<file path="config.mk">
export PLATFORM = sky130hd
export DESIGN_NAME = cps2_main_bus
export DESIGN_NICKNAME = d
export VERILOG_FILES = /design/src/hw/cps2_bus_pkg.sv /design/src/hw/cps2_addr_decode.sv /design/src/hw/cps2_bus_ctrl.sv /design/src/hw/cps2_io_regs.sv /design/src/hw/cps2_rdata_mux.sv /design/src/hw/cps2_main_bus.sv
export VERILOG_INCLUDE_DIRS = /design/src /design/src/hw
export SDC_FILE = /design/constraint.sdc
export NUM_CORES = 1
export LEC_CHECK = 0
export ABC_CLOCK_PERIOD_IN_PS = 5100
export BUFFER_PORTS_ARGS = -buffer_cell sky130_fd_sc_hd__buf_2
export CORE_ASPECT_RATIO = 0.9
export CORE_MARGIN = 2
export CORE_UTILIZATION = 48
export DETAILED_ROUTE_END_ITERATION = 8
export HOLD_SLACK_MARGIN = 0.05
export MAX_ROUTING_LAYER = met4
export PLACE_DENSITY = 0.85
export SLEW_MARGIN = 20
export SYNTH_ARGS = -nofsm -noshare
export SYNTH_HDL_FRONTEND = slang
export SYNTH_SLANG_ARGS = --single-unit
</file>
<file path="constraint.sdc">
create_clock -name clk -period 5.1 [get_ports clk]
set_input_delay 0.51 -clock clk [delete_from_list [all_inputs] [get_ports clk]]
set_output_delay 0.51 -clock clk [all_outputs]
set_load 0.1 [all_outputs]
</file>
<file path="src/hw/cps2_bus_params.svh">
// ------------------------------
// cps2 main bus parameters
// region patterns, I/O offsets and wait-state limits
// ------------------------------
`ifndef CPS2_BUS_PARAMS_SVH
`define CPS2_BUS_PARAMS_SVH

// region patterns on the high address bits
`define ROM_HI      2'b00
`define RAM_HI      8'hFF
`define VRAM_HI     6'b100100
`define VRAM_SKIP   2'b11
`define ORAM_HI     8'h70
`define IO_HI       5'b10000
`define QS_HI       4'h6
`define QS_MID      3'd0

// work RAM folds down to this many word address bits
`define RAM_AW      15

// I/O offsets on address bits 8:3
`define IO_IN0      6'd0
`define IO_IN1      6'd1
`define IO_IN2      6'd2
`define IO_VOL      6'd6
`define IO_OUT      6'd8

// graphics chips on address bits 8:6
`define IO_PPU1     3'd4
`define IO_PPU2     3'd5

// nominal wait in cen strobes, and delay counter limit
`define WAIT_CYC    3
`define FAIL_MAX    4'd15

`endif

</file>
<file path="src/hw/cps2_bus_pkg.sv">
// ------------------------------
// cps2 main bus types
// CPU bus, select and cabinet structs
// ------------------------------
package cps2_bus_pkg;

    // CPU pins of one bus cycle
    typedef struct packed {
        logic [23:1] addr;
        logic        as_n;
        logic        rnw;
        logic        uds_n;
        logic        lds_n;
        logic [2:0]  fc;
        logic [15:0] dout;
    } cpu_bus_t;

    // memory region selects
    typedef struct packed {
        logic rom;
        logic ram;
        logic vram;
        logic oram;
        logic qs;
        logic io;
    } mem_sel_t;

    // selects inside the I/O window
    typedef struct packed {
        logic ppu1;
        logic ppu2;
        logic in0;
        logic in1;
        logic in2;
        logic vol;
        logic out;
        logic eeprom;
    } io_sel_t;

    // upper byte of the output word drives the EEPROM pins
    typedef struct packed {
        logic        rsv_hi;
        logic        scs;
        logic        sclk;
        logic        sdi;
        logic [11:0] rsv_lo;
    } eeprom_wr_t;

    // lower byte carries the sound CPU reset
    typedef struct packed {
        logic [11:0] rsv_hi;
        logic        z80_rstn;
        logic [2:0]  rsv_lo;
    } olatch_wr_t;

    typedef union packed {
        eeprom_wr_t eeprom;
        olatch_wr_t olatch;
    } io_wr_u;

    // cabinet controls, active low as on the harness
    typedef struct packed {
        logic [9:0] joy1;
        logic [9:0] joy2;
        logic [9:0] joy3;
        logic [9:0] joy4;
        logic [3:0] start;
        logic [3:0] coin;
        logic       service;
        logic       tilt;
        logic       dip_test;
    } cab_in_t;

endpackage

</file>
<file path="src/hw/cps2_addr_decode.sv">
// ------------------------------
// cps2 address decoder
// registers region selects at the start of each bus
// cycle and sub-decodes the I/O window
// ------------------------------
`timescale 1ns/10ps
`include "cps2_bus_params.svh"

module cps2_addr_decode import cps2_bus_pkg::*; (
    input  logic        clk,
    input  logic        rst,
    input  cpu_bus_t    cpu,
    output mem_sel_t    mem,
    output io_sel_t     io,
    output logic [20:0] rom_addr,
    output logic [16:0] mem_addr
);

    logic [23:1] a;
    logic [5:0]  io_ofs;
    logic [2:0]  ppu_ofs;
    logic        wr_cyc;

    assign a       = cpu.addr;
    assign io_ofs  = a[8:3];
    assign ppu_ofs = a[8:6];
    assign wr_cyc  = !cpu.rnw;

    // region selects follow the address strobe
    always_ff @(posedge clk or posedge rst) begin
        if (rst) begin
            mem <= '0;
        end else if (!cpu.as_n) begin
            mem.rom  <= a[23:22] == `ROM_HI;
            mem.ram  <= a[23:16] == `RAM_HI;
            mem.vram <= a[23:18] == `VRAM_HI && a[17:16] != `VRAM_SKIP;
            mem.oram <= a[23:16] == `ORAM_HI;
            mem.qs   <= a[23:20] == `QS_HI && a[19:17] == `QS_MID;
            mem.io   <= a[23:19] == `IO_HI;
        end else begin
            mem <= '0;
        end
    end

    always_ff @(posedge clk) begin
        if (!cpu.as_n) begin
            rom_addr <= a[21:1];
        end
    end

    // RAM and VRAM sit next to each other in SDRAM,
    // so work RAM is folded to keep them apart
    assign mem_addr = mem.ram ? {{(17 - `RAM_AW){1'b0}}, a[`RAM_AW:1]} : a[17:1];

    always_comb begin
        io = '0;
        if (mem.io) begin
            io.ppu1   = ppu_ofs == `IO_PPU1;
            io.ppu2   = ppu_ofs == `IO_PPU2;
            io.in0    = io_ofs == `IO_IN0;
            io.in1    = io_ofs == `IO_IN1;
            io.in2    = io_ofs == `IO_IN2;
            // QSound volume is write only
            io.vol    = io_ofs == `IO_VOL && wr_cyc;
            io.out    = io_ofs == `IO_OUT && wr_cyc && !cpu.lds_n;
            // upper byte reads back the EEPROM data pin
            io.eeprom = io_ofs == `IO_OUT && !cpu.uds_n;
        end
    end

endmodule

</file>
<file path="src/hw/cps2_bus_ctrl.sv">
// ------------------------------
// cps2 bus control
// DTACK wait states with delay recovery,
// plus the VBLANK interrupt level
// ------------------------------
`timescale 1ns/10ps
`include "cps2_bus_params.svh"

module cps2_bus_ctrl import cps2_bus_pkg::*; (
    input  logic     clk,
    input  logic     rst,
    input  logic     cen,
    input  cpu_bus_t cpu,
    input  mem_sel_t mem,
    input  logic     ram_ok,
    input  logic     rom_ok,
    input  logic     qs_waitn,
    input  logic     qs_busakn,
    input  logic     lvbl,
    output logic     dtack_n,
    output logic     ipl1_n
);

    logic [`WAIT_CYC-1:0] wait_sh;
    logic [3:0]           fail_cnt;
    logic                 fail_cnt_ok;
    logic                 late_seen;
    logic                 last_as_n;
    logic                 last_lvbl;
    logic                 busakn_meta;
    logic                 busakn_s;
    logic                 bus_cs;
    logic                 bus_busy;
    logic                 wait_done;
    logic                 wait_last;
    logic                 lvbl_fall;
    logic                 inta;

    assign bus_cs   = |{mem.rom, mem.ram, mem.vram, mem.oram, mem.qs};
    assign bus_busy = (mem.rom & ~rom_ok)
                    | ((mem.ram | mem.vram | mem.oram) & ~ram_ok)
                    | (mem.qs & ~qs_waitn);

    // shifter empties after WAIT_CYC strobes
    assign wait_done = !wait_sh[0];
    assign wait_last = wait_sh == {{(`WAIT_CYC-1){1'b0}}, 1'b1};

    assign lvbl_fall = last_lvbl && !lvbl;
    assign inta      = !cpu.as_n && cpu.fc == 3'b111;

    // Z80 bus grant comes from another clock domain
    always_ff @(posedge clk or posedge rst) begin
        if (rst) begin
            busakn_meta <= 1'b1;
            busakn_s    <= 1'b1;
        end else begin
            busakn_meta <= qs_busakn;
            busakn_s    <= busakn_meta;
        end
    end

    always_ff @(posedge clk or posedge rst) begin
        if (rst) begin
            dtack_n     <= 1'b1;
            wait_sh     <= '1;
            fail_cnt    <= '0;
            fail_cnt_ok <= 1'b0;
            late_seen   <= 1'b0;
            last_as_n   <= 1'b1;
        end else begin
            last_as_n <= cpu.as_n;
            // SDRAM is not trusted before the first ROM answer
            if (rom_ok) begin
                fail_cnt_ok <= 1'b1;
            end
            if (cpu.as_n || last_as_n || (mem.qs && busakn_s)) begin
                dtack_n   <= 1'b1;
                wait_sh   <= '1;
                late_seen <= 1'b0;
            end else begin
                if (cen) begin
                    wait_sh <= {1'b0, wait_sh[`WAIT_CYC-1:1]};
                end
                if (dtack_n) begin
                    if (!bus_cs) begin
                        dtack_n <= 1'b0;
                    end else if (!bus_busy &&
                                 (wait_done || (fail_cnt != '0 && wait_last))) begin
                        dtack_n <= 1'b0;
                        // one strobe won back
                        if (!wait_done) begin
                            fail_cnt <= fail_cnt - 4'd1;
                        end
                    end else if (wait_done && bus_busy && fail_cnt_ok && !late_seen) begin
                        late_seen <= 1'b1;
                        if (fail_cnt != `FAIL_MAX) begin
                            fail_cnt <= fail_cnt + 4'd1;
                        end
                    end
                end
            end
            // start each frame with a clean slate
            if (lvbl_fall) begin
                fail_cnt <= '0;
            end
        end
    end

    // VBLANK interrupt on level 2, cleared by the ack cycle
    always_ff @(posedge clk or posedge rst) begin
        if (rst) begin
            ipl1_n    <= 1'b1;
            last_lvbl <= 1'b0;
        end else begin
            last_lvbl <= lvbl;
            if (inta) begin
                ipl1_n <= 1'b1;
            end else if (lvbl_fall) begin
                ipl1_n <= 1'b0;
            end
        end
    end

endmodule

</file>
<file path="src/hw/cps2_io_regs.sv">
// ------------------------------
// cps2 I/O registers
// EEPROM pins, sound CPU reset and
// sampled cabinet input words
// ------------------------------
`timescale 1ns/10ps

module cps2_io_regs import cps2_bus_pkg::*; (
    input  logic             clk,
    input  logic             rst,
    input  logic             cen,
    input  cpu_bus_t         cpu,
    input  io_sel_t          io,
    input  cab_in_t          cab,
    output logic [2:0][15:0] in_word,
    output logic             eeprom_scs,
    output logic             eeprom_sclk,
    output logic             eeprom_sdi,
    output logic             z80_rstn
);

    io_wr_u wr_word;
    logic   eeprom_we;
    logic   olatch_we;

    // same data word, read two ways depending on the byte strobe
    assign wr_word   = cpu.dout;
    assign eeprom_we = io.eeprom && !cpu.rnw;
    assign olatch_we = io.out;

    always_ff @(posedge clk or posedge rst) begin
        if (rst) begin
            eeprom_scs  <= 1'b0;
            eeprom_sclk <= 1'b0;
            eeprom_sdi  <= 1'b0;
        end else if (cen && eeprom_we) begin
            eeprom_scs  <= wr_word.eeprom.scs;
            eeprom_sclk <= wr_word.eeprom.sclk;
            eeprom_sdi  <= wr_word.eeprom.sdi;
        end
    end

    // sound CPU held in reset until the game releases it
    always_ff @(posedge clk or posedge rst) begin
        if (rst) begin
            z80_rstn <= 1'b0;
        end else if (cen && olatch_we) begin
            z80_rstn <= wr_word.olatch.z80_rstn;
        end
    end

    // cabinet words sampled every clock
    always_ff @(posedge clk) begin
        in_word[0] <= {cab.joy2[7:0], cab.joy1[7:0]};
        in_word[1] <= {cab.joy4[7:0], cab.joy3[7:0]};
        // system word also echoes the EEPROM data line
        in_word[2] <= {4'h0, cab.coin, cab.start, 2'b11, ~cab.dip_test, eeprom_sdi};
    end

endmodule

</file>
<file path="src/hw/cps2_rdata_mux.sv">
// ------------------------------
// cps2 read data mux
// priority select of the word the CPU reads
// ------------------------------
`timescale 1ns/10ps

module cps2_rdata_mux import cps2_bus_pkg::*; (
    input  logic             clk,
    input  logic             rst,
    input  mem_sel_t         mem,
    input  io_sel_t          io,
    input  logic [2:0][15:0] in_word,
    input  logic [15:0]      ram_data,
    input  logic [15:0]      rom_data,
    input  logic [15:0]      mmr_dout,
    input  logic [7:0]       qs_din,
    input  logic             eeprom_sdo,
    output logic [15:0]      cpu_din
);

    logic [15:0] din_nx;

    always_comb begin
        if (io.in0) begin
            din_nx = in_word[0];
        end else if (io.in1) begin
            din_nx = in_word[1];
        end else if (io.in2) begin
            din_nx = in_word[2];
        end else if (mem.ram | mem.vram | mem.oram) begin
            // all three live in the same SDRAM bank
            din_nx = ram_data;
        end else if (mem.rom) begin
            din_nx = rom_data;
        end else if (io.ppu2) begin
            din_nx = mmr_dout;
        end else if (io.eeprom) begin
            din_nx = {{15{1'b1}}, eeprom_sdo};
        end else if (mem.qs) begin
            // QSound shared RAM is byte wide
            din_nx = {8'hFF, qs_din};
        end else begin
            // open bus
            din_nx = 16'hFFFF;
        end
    end

    always_ff @(posedge clk or posedge rst) begin
        if (rst) begin
            cpu_din <= 16'hFFFF;
        end else begin
            cpu_din <= din_nx;
        end
    end

endmodule

</file>
<file path="src/hw/cps2_main_bus.sv">
// ------------------------------
// cps2 main bus glue
// decode, bus control, I/O and read data
// ------------------------------
`timescale 1ns/10ps

module cps2_main_bus import cps2_bus_pkg::*; (
    input  logic        clk,
    input  logic        rst,
    input  logic        cen,
    // CPU bus
    input  cpu_bus_t    cpu,
    output logic        dtack_n,
    output logic        ipl1_n,
    output logic [15:0] cpu_din,
    // video timing
    input  logic        lvbl,
    // cabinet
    input  cab_in_t     cab,
    // SDRAM
    output mem_sel_t    mem,
    output logic [20:0] rom_addr,
    output logic [16:0] mem_addr,
    input  logic [15:0] ram_data,
    input  logic        ram_ok,
    input  logic [15:0] rom_data,
    input  logic        rom_ok,
    // graphics chips
    output logic        ppu1_cs,
    output logic        ppu2_cs,
    input  logic [15:0] mmr_dout,
    // QSound
    input  logic [7:0]  qs_din,
    input  logic        qs_waitn,
    input  logic        qs_busakn,
    output logic        z80_rstn,
    // EEPROM
    input  logic        eeprom_sdo,
    output logic        eeprom_scs,
    output logic        eeprom_sclk,
    output logic        eeprom_sdi
);

    io_sel_t          io;
    logic [2:0][15:0] in_word;

    assign ppu1_cs = io.ppu1;
    assign ppu2_cs = io.ppu2;

    cps2_addr_decode u_decode (
        .clk        (clk),
        .rst        (rst),
        .cpu        (cpu),
        .mem        (mem),
        .io         (io),
        .rom_addr   (rom_addr),
        .mem_addr   (mem_addr)
    );

    cps2_bus_ctrl u_bus_ctrl (
        .clk        (clk),
        .rst        (rst),
        .cen        (cen),
        .cpu        (cpu),
        .mem        (mem),
        .ram_ok     (ram_ok),
        .rom_ok     (rom_ok),
        .qs_waitn   (qs_waitn),
        .qs_busakn  (qs_busakn),
        .lvbl       (lvbl),
        .dtack_n    (dtack_n),
        .ipl1_n     (ipl1_n)
    );

    cps2_io_regs u_io_regs (
        .clk         (clk),
        .rst         (rst),
        .cen         (cen),
        .cpu         (cpu),
        .io          (io),
        .cab         (cab),
        .in_word     (in_word),
        .eeprom_scs  (eeprom_scs),
        .eeprom_sclk (eeprom_sclk),
        .eeprom_sdi  (eeprom_sdi),
        .z80_rstn    (z80_rstn)
    );

    cps2_rdata_mux u_rdata_mux (
        .clk        (clk),
        .rst        (rst),
        .mem        (mem),
        .io         (io),
        .in_word    (in_word),
        .ram_data   (ram_data),
        .rom_data   (rom_data),
        .mmr_dout   (mmr_dout),
        .qs_din     (qs_din),
        .eeprom_sdo (eeprom_sdo),
        .cpu_din    (cpu_din)
    );

endmodule

</file>
==> results.toml <==
[clock_network]
cts_sinks = 104
clock_path_buffers = 2
cts-root-buf = "clkbuf_8"
numCtsBuffers = 9
clk_latency_ps = 350
cts_resized = 0
cts_htree_levels = 3
post-cts-setup-buffers = 0
cts_hold_buffers = 0
clkTransAtPathRegs_ps = 100
cts_tree = "done"

[final_layout]
num_antenna_cells = 0
drive_above_1_share = 0.481
finalNetCount = 717
area_growth_syn_to_layout_pct = 29.5
instances_no_fill = 676

[power_and_ir_drop]
combPwrFrac = 0.196
clkPwrFrac = 0.299
leakagePower_nw = 2.53
power.switching_mw = 0.556
ir_drop_mv = 0.187
power.share.sequential = 0.505
switching_share = 0.312
p_int_mw = 1.23
p_per_area_mw_per_mm2 = 326

[global_routing]
grt_pass1_wl_mm = 17.2
overflow = 0
antenna_found_initial = 0
grt_max_degree = 42
grtUsageTotal = 0.244
grt_pass1_vias = 3530

[yosys]
syn_nets = 525
seq_area_frac_synth = 0.598
synth_seq_cells = 104
synthCells = 360
synth_edf_count = 21
synth_top_area_share = 0.199
yosys-top-cells-count = "42 x dfxtp_1, 24 x dfstp_2, 21 x edfxtp_1, 21 x nand2_1, 18 x nor3_1"
ys_warn_count = 0
syn_area_sq_mm = 0.00423
ys_async_sr_fraction = 0.394
avgSynthCellArea_sq_um = 11.7
synth_top_cell_by_area = "dfxtp_1"
synthDistinctLibCells = 54
synthFlopType = "dfxtp_1"
yosysMostFrequentCell = "dfxtp_1"
yosys-top-cells-area = "dfxtp_1 20%, dfstp_2 15%, edfxtp_1 15%, dfrtp_1 10%, mux2i_1 3.6%"

[placement]
dp.cells = 660
io_buffers = 207
gp_congestion = 0.848
pre_cts_ws_ps = 2130
hpwlAfterDp_mm = 8.69

[min_path]
min_path_cells = 1
hold_path_class = "input port to register"

[routing]
firstDrtPassIters = 4
num_vias = 3576
vias_per_cell = 5.29
drc_errors = 0
wirelength_mm = 11.4
ant_nets = 0
wl_per_cell_um = 16.8
drt_iter0_markers = 168

[critical_path]
critical_path_class = "register to register"
critPathMaxFanout = 10
critPathLaunchType = "register"
reg2reg_depth = 9
crit_arrival_ps = 3230
cp.required_ps = 5330
endpoint_kind = "register"

[timing]
fmax_ghz = 0.334
final.setup.tns_ps = 0
finalCritPeriodShare = 0.587
setup-violations-final = 0
hold_viol_final = 0
holdWs_ps = 247
rsz0062_at_grt = "false"
finalMaxSlewViolations = 0
tightest_slew_ps = 922
finClkSkew_ps = 9.01
setup_ws_ps = 2110
period_needed_ps = 2990
relSlewSlack = 0.382

[die]
core_sq_mm = 0.00857
die_height_um = 93.0
num_rows = 32
start_util = 0.493
fp.dieW_um = 103
io_pins = 230
die_area_sq_mm = 0.00958

[job]
drv_cap = 0

[run_status]
status = "finished, final reports clean"
==> per-stage QoR <==
| step | instance area [sq um] | util | total power [mW] |
|---|---|---|---|
| floorplan | 4230 | - | 1.18 |
| global placement | 5270 | 0.615 | 1.26 |
| detailed placement | 5270 | 0.615 | 1.27 |
| CTS | 5480 | 0.639 | 1.80 |
| global route | 5480 | 0.639 | 1.85 |
| finish | 5480 | 0.639 | 1.78 |
==> final cells by class <==
class	count	area [sq um]
clock buffer	12	156
clock inverter	4	52.6
fill	751	3090
inverter	12	45.0
multi-input combinational	215	1490
sequential	104	2530
tap	119	149
timing repair buffer	210	1060
==> placed cells by master, fill, tap and decap left out, types with 6 or more instances in the layout <==
cell type and n:
or3_1 6, nor2_1 13, inv_1 11, nor3_1 18
a22oi_1 9, nor2b_1 10, clkbuf_8 9, mux2_2 10
o22ai_1 11, edfxtp_1 21, dfstp_2 24, nand2b_1 11
dfrtp_1 17, dfxtp_1 42, mux2i_1 15, a22o_1 6
a21oi_1 14, nand2_1 21, o21ai_0 9, buf_2 207
==> power by group through the flow <==
| stage | logic [mW] | clock network (mW) | registers [mW] |
|---|---|---|---|
| after CTS | 0.351 | 0.544 | 0.901 |
| after floorplan | 0.112 | 0 | 1.07 |
| final | 0.350 | 0.534 | 0.901 |
| after detailed placement | 0.351 | 0 | 0.918 |
| after global routing | 0.367 | 0.582 | 0.905 |
| after global placement | 0.346 | 0 | 0.917 |
==> layer usage <==
layer  up-vias  global-route usage  share of wire
met4         0              0.0768          0.015
li1       1682                   -              -
met5         -                   -              0
met1      1710               0.287           0.39
met2       166               0.416           0.52
met3        18              0.0553          0.074
==> logic make-up (layout without fill, tap and decap cells) <==
group                      Yosys count  count (layout)  synth area share
AOI/OAI and AO/OA                   77              77             0.127
xor gates and xnor gates             1               1           0.00207
adders and majority gates            3               3            0.0107
buffers and inverters               41             238            0.0503
DFF                                104             104             0.598
muxes                               25              25            0.0621
and+or+nand+nor                    109             109             0.150
==> critical path, cell delays in order, from the launching register on <==
cell and delay, ps:
dfrtp_1 450, nor3_4 560, o221ai_2 280, a21oi_1 420
ha_1 320, a21o_1 180, a21oi_1 180, nor3b_1 210
o21ai_0 140, mux2i_1 130
==> final timing paths <==
path,to,slack [ps],from
worst max-delay path,u_bus_ctrl.fail_cnt[3],2110,u_decode.mem[4]
worst min-delay path,u_bus_ctrl.busakn_meta,250,qs_busakn
worst max register to register,u_bus_ctrl.fail_cnt[3],2110,u_decode.mem[4]
worst min register to register,u_bus_ctrl.busakn_s,360,u_bus_ctrl.busakn_meta
max in group asynchronous,u_decode.mem[4],4190,rst
min in group asynchronous,u_io_regs.eeprom_sclk,350,rst
==> flip-flops by register name, summed over array words and instances (netlist names) <==
| register | count |
|---|---|
| u_io_regs.in_word | 42 |
| u_decode.rom_addr | 21 |
| u_rdata_mux.cpu_din | 16 |
| u_decode.mem | 6 |
| u_bus_ctrl.fail_cnt | 4 |
| u_bus_ctrl.wait_sh | 3 |
| u_bus_ctrl.busakn_meta | 1 |
| u_bus_ctrl.busakn_s | 1 |
| u_bus_ctrl.dtack_n | 1 |
| u_bus_ctrl.fail_cnt_ok | 1 |
| u_bus_ctrl.ipl1_n | 1 |
| u_bus_ctrl.last_as_n | 1 |
| u_bus_ctrl.last_lvbl | 1 |
| u_bus_ctrl.late_seen | 1 |
| u_io_regs.eeprom_sclk | 1 |
| u_io_regs.eeprom_scs | 1 |
| u_io_regs.eeprom_sdi | 1 |
| u_io_regs.z80_rstn | 1 |
(Power assumes the default switching activity.)
